**config.mk**
```make
export PLATFORM = sky130hd
export DESIGN_NAME = gbf_top
export DESIGN_NICKNAME = d
export VERILOG_FILES = /design/src/source/gbf_pkg.sv /design/src/source/gbf_weight_sram.sv /design/src/source/gbf_apb_slave.sv /design/src/source/gbf_flag_decoder.sv /design/src/source/gbf_weight_stream.sv /design/src/source/gbf_top.sv
export VERILOG_INCLUDE_DIRS = /design/src /design/src/source
export SDC_FILE = /design/constraint.sdc
export NUM_CORES = 2
export LEC_CHECK = 0
export BUFFER_PORTS_ARGS = -buffer_cell sky130_fd_sc_hd__buf_2
export CORE_UTILIZATION = 50
export CTS_CLUSTER_DIAMETER = 120
export CTS_CLUSTER_SIZE = 14
export DETAILED_ROUTE_END_ITERATION = 12
export HOLD_SLACK_MARGIN = 0.15
export PLACE_DENSITY = 0.66
export RECOVER_POWER = 50
export SKIP_CTS_REPAIR_TIMING = 1
export SYNTH_ARGS = -nofsm -noshare
export SYNTH_HDL_FRONTEND = slang
export SYNTH_SLANG_ARGS = --single-unit
```
**constraint.sdc**
```tcl
create_clock -name clk -period 6.6 [get_ports clk]
set_input_delay 0.66 -clock clk [delete_from_list [all_inputs] [get_ports clk]]
set_output_delay 0.66 -clock clk [all_outputs]
set_load 0.05 [all_outputs]
```
**src/source/gbf_defines.svh**
```systemverilog
`ifndef GBF_DEFINES_SVH
`define GBF_DEFINES_SVH

// **********************************************************************
// Weight buffer geometry
// **********************************************************************
// Buffer address width, 64 words
`define GBF_ADDR_BITS 6
`define GBF_DEPTH (1 << `GBF_ADDR_BITS)
// One reserved bit, three flags, three 8-bit weights
`define GBF_WORD_BITS 28

// **********************************************************************
// APB register map
// **********************************************************************
`define GBF_APB_ADDR_BITS 12
`define GBF_REG_CTRL 12'h000
`define GBF_REG_STATUS 12'h004
// Buffer window, word i at base + 4*i
`define GBF_BUF_BASE 12'h100

`endif

```
**src/source/gbf_pkg.sv**
```systemverilog
`include "gbf_defines.svh"

package gbf_pkg;

    // Field view of one buffer word
    // Lane 0 in the low byte, flag bit k gates lane k
    typedef struct packed {
        logic            rsvd;
        logic [2:0]      flags;
        logic [2:0][7:0] lanes;
    } gbf_word_fields_s;

    // Same word as written over APB and as walked by the decoder
    typedef union packed {
        logic [`GBF_WORD_BITS-1:0] raw;
        gbf_word_fields_s          fields;
    } gbf_word_u;

    // One kept weight on the output stream
    // Position is word index * 3 + lane
    typedef struct packed {
        logic signed [7:0] weight;
        logic [7:0]        pos;
    } gbf_weight_s;

    // Decoder status, count saturates at 127
    typedef struct packed {
        logic       busy;
        logic [6:0] count;
    } gbf_status_s;

endpackage

```
**src/source/gbf_weight_sram.sv**
```systemverilog
`timescale 1ns/1ns
`include "gbf_defines.svh"

module gbf_weight_sram (
    input  logic                      clk,
    input  logic                      read_en,
    input  logic                      write_en,
    input  logic [`GBF_ADDR_BITS-1:0] addr_r,
    input  logic [`GBF_ADDR_BITS-1:0] addr_w,
    input  gbf_pkg::gbf_word_u        data_in,
    output gbf_pkg::gbf_word_u        data_out
);

    // **********************************************************************
    // Single-address storage array
    // **********************************************************************
    logic [`GBF_WORD_BITS-1:0] mem [0:`GBF_DEPTH-1];
    logic [`GBF_ADDR_BITS-1:0] addr;

    // One shared address port, write wins
    assign addr = write_en ? addr_w : addr_r;

    // Write path
    always_ff @(posedge clk) begin
        if (write_en) begin
            mem[addr] <= data_in.raw;
        end
    end

    // Read path
    // Output register only loads on a read, otherwise keeps last word
    // No read while a write owns the address
    always_ff @(posedge clk) begin
        if (read_en && !write_en) begin
            data_out.raw <= mem[addr];
        end
    end

endmodule

```
**src/source/gbf_apb_slave.sv**
```systemverilog
`timescale 1ns/1ns
`include "gbf_defines.svh"

module gbf_apb_slave (
    input  logic                          clk,
    input  logic                          rst_n,
    // APB slave side
    input  logic [`GBF_APB_ADDR_BITS-1:0] paddr,
    input  logic                          psel,
    input  logic                          penable,
    input  logic                          pwrite,
    input  logic [31:0]                   pwdata,
    output logic [31:0]                   prdata,
    output logic                          pready,
    output logic                          pslverr,
    // Status from decoder and stream
    input  gbf_pkg::gbf_status_s          status,
    input  logic                          stream_empty,
    // Buffer write port
    output logic                          buf_write_en,
    output logic [`GBF_ADDR_BITS-1:0]     buf_addr,
    output gbf_pkg::gbf_word_u            buf_data,
    // Run control
    output logic                          start,
    output logic [`GBF_ADDR_BITS-1:0]     word_count
);

    logic access;
    logic hit_ctrl;
    logic hit_status;
    logic hit_buf;
    logic busy;
    logic start_req;

    // **********************************************************************
    // Address decode
    // **********************************************************************
    // Zero wait states
    assign pready = 1'b1;
    assign access = psel & penable;

    assign hit_ctrl   = (paddr == `GBF_REG_CTRL);
    assign hit_status = (paddr == `GBF_REG_STATUS);
    // Window of 64 aligned words above the base
    assign hit_buf = ((paddr >> (`GBF_ADDR_BITS + 2)) ==
                      (`GBF_BUF_BASE >> (`GBF_ADDR_BITS + 2))) &&
                     (paddr[1:0] == 2'b00);

    // Run in flight, includes start pulse and undrained stream
    assign busy = status.busy | ~stream_empty | start;

    // **********************************************************************
    // Buffer write, same cycle as the access phase
    // **********************************************************************
    assign buf_write_en  = access & pwrite & hit_buf & ~busy;
    assign buf_addr      = paddr[`GBF_ADDR_BITS+1:2];
    assign buf_data.raw  = pwdata[`GBF_WORD_BITS-1:0];

    // CTRL bit 0 starts, bits 6..1 hold word count minus one
    assign start_req = access & pwrite & hit_ctrl & pwdata[0] & ~busy;

    always_ff @(posedge clk or negedge rst_n) begin
        if (!rst_n) begin
            start      <= 1'b0;
            word_count <= '0;
        end else begin
            // One-cycle pulse
            start <= start_req;
            if (start_req) begin
                word_count <= pwdata[`GBF_ADDR_BITS:1];
            end
        end
    end

    // **********************************************************************
    // Read data and error response
    // **********************************************************************
    always_comb begin
        prdata  = '0;
        pslverr = 1'b0;
        if (access) begin
            if (pwrite) begin
                if (hit_buf) begin
                    pslverr = busy;
                end else if (hit_ctrl) begin
                    // Refused start only
                    pslverr = pwdata[0] & busy;
                end else begin
                    pslverr = 1'b1;
                end
            end else if (hit_status) begin
                prdata = {24'd0, busy, status.count};
            end else begin
                pslverr = 1'b1;
            end
        end
    end

endmodule

```
**src/source/gbf_flag_decoder.sv**
```systemverilog
`timescale 1ns/1ns
`include "gbf_defines.svh"

module gbf_flag_decoder (
    input  logic                      clk,
    input  logic                      rst_n,
    // Run control from register block
    input  logic                      start,
    input  logic [`GBF_ADDR_BITS-1:0] word_count,
    // Buffer read port
    output logic                      rd_en,
    output logic [`GBF_ADDR_BITS-1:0] rd_addr,
    input  gbf_pkg::gbf_word_u        rd_data,
    // Weight push to stream
    output logic                      push_valid,
    output gbf_pkg::gbf_weight_s      push_data,
    input  logic                      push_ready,
    output gbf_pkg::gbf_status_s      status
);

    typedef enum logic [1:0] {
        ST_IDLE,
        ST_READ,
        ST_EMIT
    } state_t;

    state_t                    state;
    logic [`GBF_ADDR_BITS-1:0] word_idx;
    logic [`GBF_ADDR_BITS-1:0] last_idx;
    logic [2:0]                pending;
    logic [6:0]                count;
    logic [2:0]                active;
    logic [2:0]                lane_hot;
    logic [2:0]                remain;
    logic [1:0]                lane;
    logic                      push_fire;
    logic                      last_word;
    logic                      skip_word;

    // **********************************************************************
    // Lane pick
    // **********************************************************************
    // Flagged lanes not yet sent from the held word
    assign active = rd_data.fields.flags & pending;

    // Lowest lane first
    always_comb begin
        if (active[0]) begin
            lane     = 2'd0;
            lane_hot = 3'b001;
        end else if (active[1]) begin
            lane     = 2'd1;
            lane_hot = 3'b010;
        end else begin
            lane     = 2'd2;
            lane_hot = 3'b100;
        end
    end

    assign remain    = active & ~lane_hot;
    assign push_valid = (state == ST_EMIT) && (active != 3'b000);
    assign push_fire = push_valid & push_ready;
    assign last_word = (word_idx == last_idx);
    // Nothing flagged in this word
    assign skip_word = (state == ST_EMIT) && (active == 3'b000);

    assign push_data.weight = rd_data.fields.lanes[lane];
    assign push_data.pos    = 8'(word_idx) * 8'd3 + 8'(lane);

    // Read in READ, or straight away when an empty word is skipped
    assign rd_en   = (state == ST_READ) || (skip_word && !last_word);
    assign rd_addr = (state == ST_READ) ? word_idx : word_idx + 1'b1;

    assign status.busy  = (state != ST_IDLE);
    assign status.count = count;

    // **********************************************************************
    // Sequencer
    // **********************************************************************
    always_ff @(posedge clk or negedge rst_n) begin
        if (!rst_n) begin
            state    <= ST_IDLE;
            word_idx <= '0;
            last_idx <= '0;
            pending  <= 3'b000;
            count    <= '0;
        end else begin
            case (state)
                ST_IDLE: begin
                    if (start) begin
                        word_idx <= '0;
                        last_idx <= word_count;
                        count    <= '0;
                        state    <= ST_READ;
                    end
                end
                ST_READ: begin
                    // Data lands next cycle, all lanes pending
                    pending <= 3'b111;
                    state   <= ST_EMIT;
                end
                ST_EMIT: begin
                    if (skip_word) begin
                        if (last_word) begin
                            state <= ST_IDLE;
                        end else begin
                            // Next read already issued this cycle
                            word_idx <= word_idx + 1'b1;
                            pending  <= 3'b111;
                        end
                    end else if (push_fire) begin
                        pending <= pending & ~lane_hot;
                        if (count != 7'h7f) begin
                            count <= count + 1'b1;
                        end
                        if (remain == 3'b000) begin
                            if (last_word) begin
                                state <= ST_IDLE;
                            end else begin
                                word_idx <= word_idx + 1'b1;
                                state    <= ST_READ;
                            end
                        end
                    end
                end
                default: state <= ST_IDLE;
            endcase
        end
    end

endmodule

```
**src/source/gbf_weight_stream.sv**
```systemverilog
`timescale 1ns/1ns

module gbf_weight_stream (
    input  logic                 clk,
    input  logic                 rst_n,
    // From decoder
    input  logic                 push_valid,
    input  gbf_pkg::gbf_weight_s push_data,
    output logic                 push_ready,
    // Output stream
    output logic                 out_valid,
    output gbf_pkg::gbf_weight_s out_data,
    input  logic                 out_ready,
    output logic                 empty
);

    // **********************************************************************
    // Two-entry skid storage
    // **********************************************************************
    gbf_pkg::gbf_weight_s entry [0:1];
    logic                 wr_ptr;
    logic                 rd_ptr;
    logic [1:0]           fill;
    logic [1:0]           fill_next;
    logic                 push;
    logic                 pop;

    assign push = push_valid & push_ready;
    assign pop  = out_valid & out_ready;

    assign fill_next = fill + {1'b0, push} - {1'b0, pop};

    // Head of queue
    assign out_valid = (fill != 2'd0);
    assign out_data  = entry[rd_ptr];
    assign empty     = (fill == 2'd0);

    // Payload only
    always_ff @(posedge clk) begin
        if (push) begin
            entry[wr_ptr] <= push_data;
        end
    end

    always_ff @(posedge clk or negedge rst_n) begin
        if (!rst_n) begin
            wr_ptr     <= 1'b0;
            rd_ptr     <= 1'b0;
            fill       <= 2'd0;
            push_ready <= 1'b0;
        end else begin
            if (push) begin
                wr_ptr <= ~wr_ptr;
            end
            if (pop) begin
                rd_ptr <= ~rd_ptr;
            end
            fill <= fill_next;
            // Registered ready, drops only with both entries full
            push_ready <= (fill_next != 2'd2);
        end
    end

endmodule

```
**src/source/gbf_top.sv**
```systemverilog
`timescale 1ns/1ns
`include "gbf_defines.svh"

module gbf_top (
    input  logic                          clk,
    input  logic                          rst_n,
    // APB slave
    input  logic [`GBF_APB_ADDR_BITS-1:0] paddr,
    input  logic                          psel,
    input  logic                          penable,
    input  logic                          pwrite,
    input  logic [31:0]                   pwdata,
    output logic [31:0]                   prdata,
    output logic                          pready,
    output logic                          pslverr,
    // Weight stream
    output logic                          out_valid,
    output gbf_pkg::gbf_weight_s          out_data,
    input  logic                          out_ready
);

    // **********************************************************************
    // Internal nets
    // **********************************************************************
    // Buffer write side
    logic                      buf_write_en;
    logic [`GBF_ADDR_BITS-1:0] buf_addr;
    gbf_pkg::gbf_word_u        buf_data;
    // Buffer read side
    logic                      rd_en;
    logic [`GBF_ADDR_BITS-1:0] rd_addr;
    gbf_pkg::gbf_word_u        rd_data;
    // Run control and status
    logic                      start;
    logic [`GBF_ADDR_BITS-1:0] word_count;
    gbf_pkg::gbf_status_s      status;
    logic                      stream_empty;
    // Decoder to stream
    logic                      push_valid;
    logic                      push_ready;
    gbf_pkg::gbf_weight_s      push_data;

    // Register block
    gbf_apb_slave u_apb (
        .clk          (clk),
        .rst_n        (rst_n),
        .paddr        (paddr),
        .psel         (psel),
        .penable      (penable),
        .pwrite       (pwrite),
        .pwdata       (pwdata),
        .prdata       (prdata),
        .pready       (pready),
        .pslverr      (pslverr),
        .status       (status),
        .stream_empty (stream_empty),
        .buf_write_en (buf_write_en),
        .buf_addr     (buf_addr),
        .buf_data     (buf_data),
        .start        (start),
        .word_count   (word_count)
    );

    // Weight store
    gbf_weight_sram u_sram (
        .clk      (clk),
        .read_en  (rd_en),
        .write_en (buf_write_en),
        .addr_r   (rd_addr),
        .addr_w   (buf_addr),
        .data_in  (buf_data),
        .data_out (rd_data)
    );

    // Flag walk
    gbf_flag_decoder u_decoder (
        .clk        (clk),
        .rst_n      (rst_n),
        .start      (start),
        .word_count (word_count),
        .rd_en      (rd_en),
        .rd_addr    (rd_addr),
        .rd_data    (rd_data),
        .push_valid (push_valid),
        .push_data  (push_data),
        .push_ready (push_ready),
        .status     (status)
    );

    // Output decoupling
    gbf_weight_stream u_stream (
        .clk        (clk),
        .rst_n      (rst_n),
        .push_valid (push_valid),
        .push_data  (push_data),
        .push_ready (push_ready),
        .out_valid  (out_valid),
        .out_data   (out_data),
        .out_ready  (out_ready),
        .empty      (stream_empty)
    );

endmodule

```
==> impl_metrics.ini <==
[cells_and_area]
fin_nets = 5517
final_cell_mix = edfxtp_1, nand2_1, nand3_1, a21oi_1, a22oi_1
drive_gt1_share_pct = 9.30
final_common_cell = edfxtp_1
fin_cells = 7384
seqCellArea_um2 = 54600
multiInputGateArea_um2 = 16500
synthToLayoutAreaGrowth_pct = 10.0
fillers = 11400

[yosys]
synth_area_per_cell_um2 = 13.4
synth_cell_types = 56
yosys_warnings = 0
synthesis.area_um2 = 72100
synth_edf_count = 1787
async_reset_ff_share_pct = 1.97
synthCells = 5381
seq_area_frac_synth_pct = 75.6
synth_ff_type = edfxtp_1
ys_ff_latch = 1823

[detailed_routing]
drc = 0
avgRoutedWirePerCell_um = 26.8
finalWirelength_um = 198000
first_iter_violations = 5859
vias_per_cell = 6.08
via_count = 44900
first_pass_iters = 6
ant_nets = 0

[floorplan]
start_util_pct = 50.3
core_um2 = 143000
io_pins = 101
die_y_um = 382
rows = 139
die_w_um = 382
die-area_um2 = 146000

[sta]
period_share_pct = 80.8
fmax_mhz = 187
finalSetupTns_ns = 0
finalMaxSlewViolations = 1800
fin_hold_ws_ns = 0.239
worst_slew_pin_slew_ns = 3.78
fin_crit_ns = 5.34
grt_setup_unrepaired = false
skew_ns = 0.0298
hold_viol_final = 0
timing.slew.headroom_pct = -152
setup_ws_ns = 1.26
setup_viol = 0

[place]
routabilityCongestion = 0.903
dp_hpwl_um = 109000
dp_cells = 7197
pre_cts_ws_ns = 1.26
port_buffers = 70

[cts]
cts_made_buffers = 148
cts.path.max_buffers = 3
cts_tree = built
clk_latency_ns = 0.80
clk_pin_slew_ns = 0.07
h-tree-depth = 4
cts.sinks = 1823
cts-root-buf = clkbuf_16

[flow_run]
drv_cap = 28

[critical_path]
slowest_stage = a22oi_1
r2r_slack_ns = 1.26
critPathLaunch = u_decoder.state[0]
worstPathMaxFanout = 68
timing.critical_path.to = u_sram.data_out[7]
start_kind = register
cp-end-kind = register
cp.required_ns = 7.14
r2r_start = u_decoder.state[0]
reg2reg_depth = 12
worst_path_largest_cell_delay_ns = 0.61
r2r_end = u_sram.data_out[7]
cpLargestDelayFamily = simple AND/OR/NAND/NOR gates
cp.depth = 12
worstPathCellList = inv_1 > ha_1 > or4b_1 > nor4_4 > buf_4 > mux2_8 > buf_4 > a21oi_1 > a22oi_1 > a22oi_1 > nand3_1 > or4_1
critPathBufInv = 3
worstPathArrival_ns = 5.88
crit_type = reg -> reg

[global_routing]
grt.total_usage_pct = 27.0
grt_max_degree = 153
grt_pass1_vias = 42100
antenna_found_initial = 16
grt_pass1_wl_um = 286000
grt_overflow_total = 0

[power]
total_power_mw = 28.3
p_leak_nw = 27.2
ir_worst_vdd_mv = 0.300
p_per_area_nw_per_um2 = 356

[hold_path]
hold_path_class = in -> reg

[status]
failed_checks = max-capacitance violations, max-slew violations
status = finished with violations
==> report_power, final <==
group          switching (mW)  total [mW]  internal (mW)
sequential             0.0938        13.1           13.0
clock                    3.86        8.00           4.14
combinational            5.11        7.18           2.07
total                    9.06        28.3           19.2
==> worst reg2reg max path: cells and delay by family, from the launching register on <==
family          cells  cell delay (ns)
fa+ha+maj           1             0.27
flops               1             0.40
mux                 1             0.61
compound gates      3             0.88
buf+inv             3             0.91
simple gates        4             2.02
==> sequential cells by signal, summed over array words and instances, names as in the netlist <==
signal,cells
u_apb.start,1
u_apb.word_count,6
u_decoder.count,7
u_decoder.last_idx,6
u_decoder.pending,3
u_decoder.state,2
u_decoder.word_idx,6
u_sram.data_out,27
u_sram.mem,1728
u_stream.entry,32
u_stream.fill,2
u_stream.push_ready,1
u_stream.rd_ptr,1
u_stream.wr_ptr,1
==> cell type report <==
cell class / count / share of cell area (%)
tap: 1903 / 3.00
clock inverter: 12 / 0.167
antenna: 6 / 0.0189
clock buffer: 168 / 4.89
sequential: 1823 / 68.7
timing repair buffer: 244 / 2.26
inverter: 17 / 0.0804
multi-input combinational: 3211 / 20.8
==> worst min path at each step <==
stage                                    from               endpoint  depth (start not counted)
final                               out_ready        u_stream.rd_ptr                          3
after global routing                out_ready        u_stream.rd_ptr                          3
after CTS                               rst_n        u_stream.wr_ptr                          1
after detailed placement  u_apb.word_count[5]  u_decoder.last_idx[5]                          1
after global placement        u_stream.wr_ptr        u_stream.wr_ptr                          1
after floorplan                         rst_n            u_apb.start                          0
==> cells in the mapped netlist (3+ instances only) <==
cell      number  area, um^2
a22oi_1      191        1430
o21bai_1       3        22.5
a211oi_1       3        22.5
clkbuf_1     191         717
a31oi_1        9        56.3
or4_1         23         173
buf_1         31         116
o21ai_0       17        85.1
xnor2_1       13         114
a32oi_1       34         298
nand3_1      794        3970
buf_2        101         505
nand2b_1       4        25.0
buf_4         28         210
xor2_1        11        96.3
a221oi_1       3        26.3
a21oi_1      285        1430
nor2b_1        3        18.8
and2_1        10        62.6
nand3b_1       4        30.0
edfxtp_1    1787       53700
nand3_2        3        30.0
o31ai_1        3        22.5
nor2_1       105         394
dfrtp_1       36         901
or2_2          3        18.8
mux2i_1       82         821
inv_1         17        63.8
nor4_1         4        25.0
and3_1        12        75.1
and4_1         8        70.1
ha_1          20         250
nor2_2         6        37.5
mux2_2        33         372
nand2_1     1420        5330
nand4_1       52         325
nor3_1         5        25.0
==> cells by family after synthesis <==
| family | after synthesis | synth area share (%) |
|---|---|---|
| AND/OR/NAND/NOR | 2464 | 14.8 |
| flip-flops | 1823 | 75.6 |
| AO/OA/AOI/OAI | 556 | 4.81 |
| buffers and inverters | 370 | 2.27 |
| multiplexers | 119 | 1.76 |
| XOR/XNOR | 24 | 0.291 |
| adder cells (fa/ha/maj) | 23 | 0.416 |
| other | 2 | 0.0104 |
==> routing by layer <==
metal | global-route usage [%] | up-vias | wire length (um)
met4 | 11.5 | 6 | 9110
li1 | - | 19800 | -
met1 | 37.4 | 22500 | 78000
met2 | 42.0 | 2284 | 91600
met3 | 5.00 | 356 | 19300
met5 | 0 | - | 46
==> per-stage QoR <==
stage	util (%)	instance area, um^2
after detailed placement	52.6	75400
final	55.4	79400
after global placement	52.6	75400
after global routing	55.4	79400
after floorplan	-	72200
after CTS	55.4	79400
No activity file was read; power rests on OpenSTA's default activity.
